`src/rtl/cpu_pkg.sv`:
```
`default_nettype none

package cpu_pkg;

    localparam int word_width    = 16;
    localparam int reg_idx_width = 2;
    localparam int num_regs      = 2 ** reg_idx_width;
    localparam int opcode_width  = 4;
    localparam int func_width    = 6;

    typedef logic [word_width-1:0]    word_t;
    typedef logic [reg_idx_width-1:0] reg_idx_t;

    // R-type ops all share op_rtype
    typedef enum logic [opcode_width-1:0] {
        op_adi   = 4'd4,
        op_ori   = 4'd5,
        op_lhi   = 4'd6,
        op_lwd   = 4'd7,
        op_swd   = 4'd8,
        op_rtype = 4'd15
    } opcode_e;

    typedef enum logic [func_width-1:0] {
        fn_add = 6'd0,
        fn_sub = 6'd1,
        fn_and = 6'd2,
        fn_orr = 6'd3,
        fn_not = 6'd4,
        fn_tcp = 6'd5,  // Two's complement
        fn_shl = 6'd6,
        fn_shr = 6'd7,
        fn_wwd = 6'd28, // Write r_data1 to the output port
        fn_hlt = 6'd29
    } func_e;

endpackage

`default_nettype wire
```
`src/rtl/mem_wb_if.sv`:
```
`timescale 1ns/1ps
`default_nettype none

interface mem_wb_if
    import cpu_pkg::*;
();

    logic     valid;
    word_t    pc;
    opcode_e  opcode;
    func_e    func;
    reg_idx_t rd;
    word_t    result;  // RAM word for loads, ALU value otherwise
    word_t    r_data1;

    modport src (
        output valid, pc, opcode, func, rd, result, r_data1
    );

    modport dst (
        input valid, pc, opcode, func, rd, result, r_data1
    );

endinterface

`default_nettype wire

```
`src/rtl/ex_mem_if.sv`:
```
`timescale 1ns/1ps
`default_nettype none

// One executed operation entering the memory stage
interface ex_mem_if
    import cpu_pkg::*;
();

    logic     valid;
    word_t    pc;
    opcode_e  opcode;
    func_e    func;
    reg_idx_t rd;
    word_t    alu_result; // Also the load/store address
    word_t    store_data;
    word_t    r_data1;

    modport src (
        output valid, pc, opcode, func, rd, alu_result, store_data, r_data1
    );

    modport dst (
        input valid, pc, opcode, func, rd, alu_result, store_data, r_data1
    );

endinterface

`default_nettype wire

```
`src/rtl/cpu_backend.sv`:
```
`timescale 1ns/1ps
`default_nettype none

module cpu_backend
    import cpu_pkg::*;
#(
    parameter int data_depth    = 256,
    parameter int warmup_cycles = 3
) (
    input  wire           clk,
    input  wire           reset_n,
    input  wire           ex_valid,
    input  wire word_t    ex_pc,
    input  wire opcode_e  ex_opcode,
    input  wire func_e    ex_func,
    input  wire reg_idx_t ex_rd,
    input  wire word_t    ex_alu_result,
    input  wire word_t    ex_store_data,
    input  wire word_t    ex_r_data1,
    input  wire reg_idx_t rs_addr,
    input  wire reg_idx_t rt_addr,
    output word_t         rs_data,
    output word_t         rt_data,
    output word_t         output_port,
    output word_t         num_inst,
    output logic          is_halted
);

    ex_mem_if ex_mem ();
    mem_wb_if mem_stage ();  // Before the MEM/WB register
    mem_wb_if wb_stage ();   // After it

    logic     rf_we;
    reg_idx_t rf_waddr;
    word_t    rf_wdata;

    assign ex_mem.valid      = ex_valid;
    assign ex_mem.pc         = ex_pc;
    assign ex_mem.opcode     = ex_opcode;
    assign ex_mem.func       = ex_func;
    assign ex_mem.rd         = ex_rd;
    assign ex_mem.alu_result = ex_alu_result;
    assign ex_mem.store_data = ex_store_data;
    assign ex_mem.r_data1    = ex_r_data1;

    mem_access #(
        .data_depth (data_depth)
    ) mem_access_i (
        .clk     (clk),
        .reset_n (reset_n),
        .ex      (ex_mem.dst),
        .mw      (mem_stage.src)
    );

    mem_wb #(
        .warmup_cycles (warmup_cycles)
    ) mem_wb_i (
        .clk       (clk),
        .reset_n   (reset_n),
        .in_stage  (mem_stage.dst),
        .out_stage (wb_stage.src)
    );

    writeback writeback_i (
        .clk         (clk),
        .reset_n     (reset_n),
        .wb          (wb_stage.dst),
        .we          (rf_we),
        .waddr       (rf_waddr),
        .wdata       (rf_wdata),
        .output_port (output_port),
        .num_inst    (num_inst),
        .is_halted   (is_halted)
    );

    reg_file reg_file_i (
        .clk     (clk),
        .reset_n (reset_n),
        .we      (rf_we),
        .waddr   (rf_waddr),
        .wdata   (rf_wdata),
        .rs_addr (rs_addr),
        .rt_addr (rt_addr),
        .rs_data (rs_data),
        .rt_data (rt_data)
    );

endmodule

`default_nettype wire

```
`src/rtl/reg_file.sv`:
```
`timescale 1ns/1ps
`default_nettype none

module reg_file
    import cpu_pkg::*;
(
    input  wire           clk,
    input  wire           reset_n,
    input  wire           we,
    input  wire reg_idx_t waddr,
    input  wire word_t    wdata,
    input  wire reg_idx_t rs_addr,
    input  wire reg_idx_t rt_addr,
    output word_t         rs_data,
    output word_t         rt_data
);

    word_t regs [num_regs];

    always_ff @(posedge clk) begin
        if (reset_n) begin
            for (int i = 0; i < num_regs; i++) begin
                regs[i] <= '0;
            end
        end else if (we) begin
            regs[waddr] <= wdata;
        end
    end

    // A write shows only after the edge
    assign rs_data = regs[rs_addr];
    assign rt_data = regs[rt_addr];

endmodule

`default_nettype wire

```
`src/rtl/writeback.sv`:
```
`timescale 1ns/1ps
`default_nettype none

module writeback
    import cpu_pkg::*;
(
    input wire       clk,
    input wire       reset_n,
    mem_wb_if.dst    wb,
    output logic     we,
    output reg_idx_t waddr,
    output word_t    wdata,
    output word_t    output_port,
    output word_t    num_inst,
    output logic     is_halted
);

    logic retire;
    logic is_store;
    logic is_wwd;
    logic is_hlt;

    assign retire   = wb.valid && !is_halted;
    assign is_store = (wb.opcode == op_swd);
    assign is_wwd   = (wb.opcode == op_rtype) && (wb.func == fn_wwd);
    assign is_hlt   = (wb.opcode == op_rtype) && (wb.func == fn_hlt);

    // Register file samples these on the same edge as num_inst
    assign we    = retire && !is_store && !is_wwd && !is_hlt;
    assign waddr = wb.rd;
    assign wdata = wb.result;

    always_ff @(posedge clk) begin
        if (reset_n) begin
            output_port <= '0;
            num_inst    <= '0;
            is_halted   <= 1'b0;
        end else if (retire) begin
            num_inst <= num_inst + 1'b1;
            if (is_wwd) begin
                output_port <= wb.r_data1;
            end
            if (is_hlt) begin
                is_halted <= 1'b1; // Sticky until reset
            end
        end
    end

    a_halt_sticky: assert property (@(posedge clk)
        $fell(is_halted) |-> $past(reset_n));

endmodule

`default_nettype wire

```
`src/rtl/mem_wb.sv`:
```
`timescale 1ns/1ps
`default_nettype none

module mem_wb
    import cpu_pkg::*;
#(
    parameter int warmup_cycles = 3
) (
    input wire    clk,
    input wire    reset_n,
    mem_wb_if.dst in_stage,
    mem_wb_if.src out_stage
);

    localparam int cnt_width = (warmup_cycles > 0) ? $clog2(warmup_cycles + 1) : 1;
    localparam logic [cnt_width-1:0] cnt_max = cnt_width'(warmup_cycles);

    logic [cnt_width-1:0] warm_cnt;
    logic                 warming;

    logic     valid_q;
    word_t    pc_q;
    opcode_e  opcode_q;
    func_e    func_q;
    reg_idx_t rd_q;
    word_t    result_q;
    word_t    r_data1_q;

    // The window applies to the edge at which an operation entered the
    // memory stage, so the saturation flag is delayed by one edge
    always_ff @(posedge clk) begin
        if (reset_n) begin
            warm_cnt <= '0;
            warming  <= 1'b1;
        end else begin
            if (warm_cnt != cnt_max) begin
                warm_cnt <= warm_cnt + 1'b1;
            end
            warming <= (warm_cnt != cnt_max);
        end
    end

    always_ff @(posedge clk) begin
        if (reset_n) begin
            valid_q <= 1'b0;
        end else if (warming) begin
            valid_q <= 1'b0; // Bubble
        end else begin
            valid_q <= in_stage.valid;
        end
    end

    always_ff @(posedge clk) begin
        pc_q      <= in_stage.pc;
        opcode_q  <= in_stage.opcode;
        func_q    <= in_stage.func;
        rd_q      <= in_stage.rd;
        result_q  <= in_stage.result;
        r_data1_q <= in_stage.r_data1;
    end

    assign out_stage.valid   = valid_q;
    assign out_stage.pc      = pc_q;
    assign out_stage.opcode  = opcode_q;
    assign out_stage.func    = func_q;
    assign out_stage.rd      = rd_q;
    assign out_stage.result  = result_q;
    assign out_stage.r_data1 = r_data1_q;

    a_no_valid_warming: assert property (@(posedge clk) disable iff (reset_n)
        (warm_cnt != cnt_max) |=> !out_stage.valid);

endmodule

`default_nettype wire

```
`src/rtl/mem_access.sv`:
```
`timescale 1ns/1ps
`default_nettype none

module mem_access
    import cpu_pkg::*;
#(
    parameter int data_depth = 256
) (
    input wire    clk,
    input wire    reset_n,
    ex_mem_if.dst ex,
    mem_wb_if.src mw
);

    localparam int addr_width = $clog2(data_depth);

    logic     is_load;
    logic     is_store;
    logic     ram_we;
    word_t    ram_rdata;

    logic     valid_q;
    logic     load_q;
    word_t    pc_q;
    opcode_e  opcode_q;
    func_e    func_q;
    reg_idx_t rd_q;
    word_t    alu_q;
    word_t    r_data1_q;

    assign is_load  = (ex.opcode == op_lwd);
    assign is_store = (ex.opcode == op_swd);
    assign ram_we   = ex.valid && is_store;

    data_ram #(
        .data_depth (data_depth)
    ) ram_i (
        .clk   (clk),
        .we    (ram_we),
        .addr  (ex.alu_result[addr_width-1:0]),
        .wdata (ex.store_data),
        .rdata (ram_rdata)
    );

    always_ff @(posedge clk) begin
        if (reset_n) begin
            valid_q <= 1'b0;
            load_q  <= 1'b0;
        end else begin
            valid_q <= ex.valid;
            load_q  <= ex.valid && is_load;
        end
    end

    always_ff @(posedge clk) begin
        pc_q      <= ex.pc;
        opcode_q  <= ex.opcode;
        func_q    <= ex.func;
        rd_q      <= ex.rd;
        alu_q     <= ex.alu_result;
        r_data1_q <= ex.r_data1;
    end

    assign mw.valid   = valid_q;
    assign mw.pc      = pc_q;
    assign mw.opcode  = opcode_q;
    assign mw.func    = func_q;
    assign mw.rd      = rd_q;
    assign mw.result  = load_q ? ram_rdata : alu_q; // RAM word lands one edge after issue
    assign mw.r_data1 = r_data1_q;

    // Execute stage must hand over in-range addresses
    a_addr_in_range: assert property (@(posedge clk) disable iff (reset_n)
        ex.valid && (is_load || is_store) |-> int'(ex.alu_result) < data_depth);

endmodule

`default_nettype wire

```
`src/rtl/data_ram.sv`:
```
`timescale 1ns/1ps
`default_nettype none

module data_ram
    import cpu_pkg::*;
#(
    parameter int  data_depth = 256,
    localparam int addr_width = $clog2(data_depth)
) (
    input  wire                  clk,
    input  wire                  we,
    input  wire [addr_width-1:0] addr,
    input  wire word_t           wdata,
    output word_t                rdata
);

    word_t mem [data_depth];

    // Read returns the old word when written on the same edge
    always_ff @(posedge clk) begin
        if (we) begin
            mem[addr] <= wdata;
        end
        rdata <= mem[addr];
    end

endmodule

`default_nettype wire

```
`config.mk`:
```
export PLATFORM = sky130hd
export DESIGN_NAME = cpu_backend
export DESIGN_NICKNAME = d
export VERILOG_FILES = /design/src/rtl/cpu_pkg.sv /design/src/rtl/mem_wb_if.sv /design/src/rtl/ex_mem_if.sv /design/src/rtl/cpu_backend.sv /design/src/rtl/reg_file.sv /design/src/rtl/writeback.sv /design/src/rtl/mem_wb.sv /design/src/rtl/mem_access.sv /design/src/rtl/data_ram.sv
export SDC_FILE = /design/constraint.sdc
export NUM_CORES = 2
export LEC_CHECK = 0
export BUFFER_PORTS_ARGS = -buffer_cell sky130_fd_sc_hd__buf_2
export CORE_MARGIN = 2
export CORE_UTILIZATION = 39
export CTS_CLUSTER_DIAMETER = 120
export DETAILED_ROUTE_END_ITERATION = 12
export PLACE_DENSITY = 0.56
export SLEW_MARGIN = 10
export SYNTH_ARGS = -nofsm -noshare
export SYNTH_HDL_FRONTEND = slang
export SYNTH_MEMORY_MAX_BITS = 65536
export SYNTH_SLANG_ARGS = --single-unit
```
`constraint.sdc`:
```
create_clock -name clk -period 6.45 [get_ports clk]
set_clock_uncertainty 0.2 [all_clocks]
set_input_delay 0.645 -clock clk [delete_from_list [all_inputs] [get_ports clk]]
set_output_delay 0.645 -clock clk [all_outputs]
set_load 0.005 [all_outputs]
```
==> results.md <==
* Crit path buffers/inverters at 3
* Via count at between 70,000 and 80,000
* Fmax at 0.224 GHz
* Post-synthesis cell type count at 40
* R2r endpoint: mem_access_i.ram_i.rdata[6]$_DFF_P_
* Post-layout min period at about 4.5 ns
* Count of final hold-check violations at 0
* GR Util met3 at ~3.6%
* Peak supply drop at approximately 0.21 mV
* Tcrit/Tclk final at around 70%
* Commonest cells after routing, fill and taps aside: 4,160 x edfxtp_1, 1,056 x mux4_2, 512 x a22oi_1
* DIE HEIGHT at about 650 microns
* Fin. max-slew vios at 0
* DIE WIDTH at approximately 650 microns
* I/O Buffers at 131
* Final WL at about 420,000 microns
* Post-route cell area at roughly 190,000 sq um
* Max stage delay on crit path at 1.02 ns
* ANT nets after route at 0
* TritonCTS clock tree: yes
* Crit-path leading delay family: simple AND/OR/NAND/NOR gates
* Worst Tran Pin Value at between 1 and 1.5 ns
* Number of remaining DRC errors at 0
* RSZ-0062 raised after global routing: no
* Clock slew at reported path FFs at ~0.06 ns
* Critical path arrival at 4.93 ns
* Die area at approximately 420,000 sq um
* Pin count of the biggest net entering global routing at slightly below 200
* Area of the core at 413,000 sq um
* Fill cell count at approximately 34,000
* GR Util met2 at around a third
* Slowest-stage cell, CP: nand3_1
* Initial Util at 39.2%
* Mapped Cells at just over 7,000
* Synthesized net count at 7,259
* First-pass GRT wire length at between 500,000 and 600,000 microns
* Worst hold endpoint: mem_access_i.ram_i.mem[21][12]$_DFFE_PP_
* Top post-synthesis cells by area: edfxtp_1 77%, mux4_2 15%, a22oi_1 2.4%, dfxtp_1 1.8%, a21oi_1 0.80%
* Status: completed
* Synth Area per Inst at around 23 sq um
* Post-synthesis sequential area ratio at 78.9%
* Top cell type's share of synthesized area at a little under 80%
* Hpwl dp at approximately 240,000 microns
* Setup bufs post-CTS at 0
* # resized after CTS at 0
* Most used cell, CP: nor2_1
* Rows at 236
* Post-Syn Area at 162,000 sq um
* Critical path class: in -> reg
* Hold path depth at 1
* Synthesis-stage register bit count at about 4,300
* HP Start: ex_store_data[12]
* Root buf cell: clkbuf_16
* GR Layer Usage met1 at between 20% and 30%
* CTS HTree Levels at 5
* Gr usage total at 19.5%
* Max Cap Viol at 0
* Most common cell after layout, fill and taps aside: edfxtp_1
* Critical-path cell list: dlygate4sd3_1 > buf_2 > nor2_1 > nand3_1 > nor2_1 > buf_4
* Share of cells above drive strength 1 at approximately 29%
* Max clock buf depth at 4
* Relative slew slack at 11.5%
* Number of flops mapped to enable cells by yosys at around 4,200
* # clock sinks at between 4,000 and 5,000
* Total grt overflow at 0
* Gr busiest metal: met2
* Worst EP required at 6.92 ns
* DR pass1 iterations at 6
* Cell depth of the worst flop-to-flop path at 5
* Post-CTS Hold Fix Bufs at 54
* Pwr dens at 308 nW/um^2
* Total CTS buffers at ~430
* Reg2reg setup slack at about 3.3 ns
* Worst-path fanout max at 16
* Wire per inst at 30.4 microns
* Synthesis-to-layout area growth at 15.0%
* Placed Area at 172,000 sq um
* Total negative setup slack at 0 ns
* GP Congestion at 0.841
* Async SR Flop Fraction at 0%
* Warnings, synthesis at 0
* Initial antenna violation count at 29
* Class of the worst hold path: in -> reg
* Crit end category: flip-flop
* Worst-skew pair later-pin latency at between 0.9 and 1 ns
* Power consumption at ~57 mW
* Setup crit start kind: input port
* Nets at 7,891
* Initial DRC Count at just over 9,000
* # setup viols final at 0
* Vias in the first global route at a little under 80,000
* Main flop type after synthesis: edfxtp_1
* Reg2reg start: mem_access_i.ram_i.mem[239][6]$_DFFE_PP_
* Static Leak at approximately 58 nW
* IO Pins at 148
* Drt via density at between 5 and 6
* Largest area contributor in the netlist: edfxtp_1
cells in the mapped netlist (3+ instances only):
| master | number |
|---|---|
| dfxtp_1 | 143 |
| nor2_1 | 288 |
| nor2b_1 | 10 |
| mux2i_1 | 17 |
| nor4_1 | 4 |
| nand4_1 | 25 |
| or2_2 | 4 |
| clkbuf_1 | 256 |
| a22oi_1 | 512 |
| nor3_1 | 9 |
| buf_6 | 4 |
| nand2b_1 | 5 |
| buf_4 | 31 |
| xor2_1 | 8 |
| nand2_1 | 35 |
| nand3_1 | 24 |
| mux4_2 | 1056 |
| o41ai_1 | 64 |
| xnor2_1 | 7 |
| mux2_2 | 16 |
| buf_2 | 86 |
| and2_1 | 65 |
| edfxtp_1 | 4160 |
| and3_1 | 3 |
| a21oi_1 | 258 |
| buf_1 | 64 |
worst max path at each step:
stage                                                     end        startpoint  slack [ns]  cells past startpoint
global route         mem_access_i.ram_i.mem[202][4]$_DFFE_PP_  ex_alu_result[4]        2.08                      6
floorplan            mem_access_i.ram_i.mem[208][0]$_DFFE_PP_  ex_alu_result[0]        2.85                      7
detailed placement  mem_access_i.ram_i.mem[103][10]$_DFFE_PP_  ex_alu_result[0]        1.45                      6
finish              mem_access_i.ram_i.mem[202][15]$_DFFE_PP_  ex_alu_result[4]        1.99                      6
global placement    mem_access_i.ram_i.mem[103][10]$_DFFE_PP_  ex_alu_result[0]        1.49                      6
CTS                 mem_access_i.ram_i.mem[202][10]$_DFFE_PP_  ex_alu_result[4]        2.12                      6
worst register-to-register path, delay by kind of cell (launching register included):
family | cells | cell delay, ns
AOI/OAI and AO/OA | 3 | 1.78
DFF | 1 | 0.37
and+or+nand+nor | 1 | 0.17
muxes | 1 | 0.47
power by group:
group          internal, mW  switching [mW]
Clock                  13.7            10.5
Sequential             30.7          0.0315
Combinational         0.886            1.62
Total                  45.3            12.1
cell families after synthesis:
kind of cell / synth area share (%)
multiplexers: 14.9
XOR/XNOR: 0.0811
adder cells (fa/ha/maj): 0.0155
flip-flops: 78.9
AO/OA/AOI/OAI: 3.53
AND/OR/NAND/NOR: 1.36
buffers and inverters: 1.18
stage by stage:
stage               cells  util [%]  setup WS (ns)  hold WS [ns]
detailed placement  12800      41.6           1.45         0.113
CTS                 13600      45.0           2.12       0.00432
finish              13700      45.0           1.99        0.0287
global route        13700      45.0           2.08        0.0321
floorplan            7174         -           2.85         0.110
global placement    12800      41.6           1.49         0.109
area by class of cell:
type,count,area (sq um),share of cell area [%]
Sequential cell,4303,128000,68.6
Tap cell,5474,6850,3.68
Clock inverter,269,2290,1.23
Multi-Input combinational cell,2428,32700,17.5
Timing Repair Buffer,639,5290,2.84
Antenna cell,21,52.6,0.0282
Clock buffer,526,11300,6.07
Inverter,2,7.51,0.00403
state kept, by name, indices dropped and copies added, names as in the netlist, 16 cells and up:
register                    flops
mem_wb_i.out_stage.r_data1     16
mem_access_i.alu_q             16
mem_wb_i.out_stage.result      16
writeback_i.num_inst           16
reg_file_i.regs                64
writeback_i.output_port        16
mem_access_i.ram_i.rdata       16
mem_access_i.ram_i.mem       4096
mem_access_i.mw.r_data1        16
layer usage:
metal	vias up	wire length, microns
met5	-	13
met4	2	12600
met3	588	32500
met2	2930	200000
met1	42100	170000
li1	31900	-
Note: power is estimated with default switching activity, not from simulation.
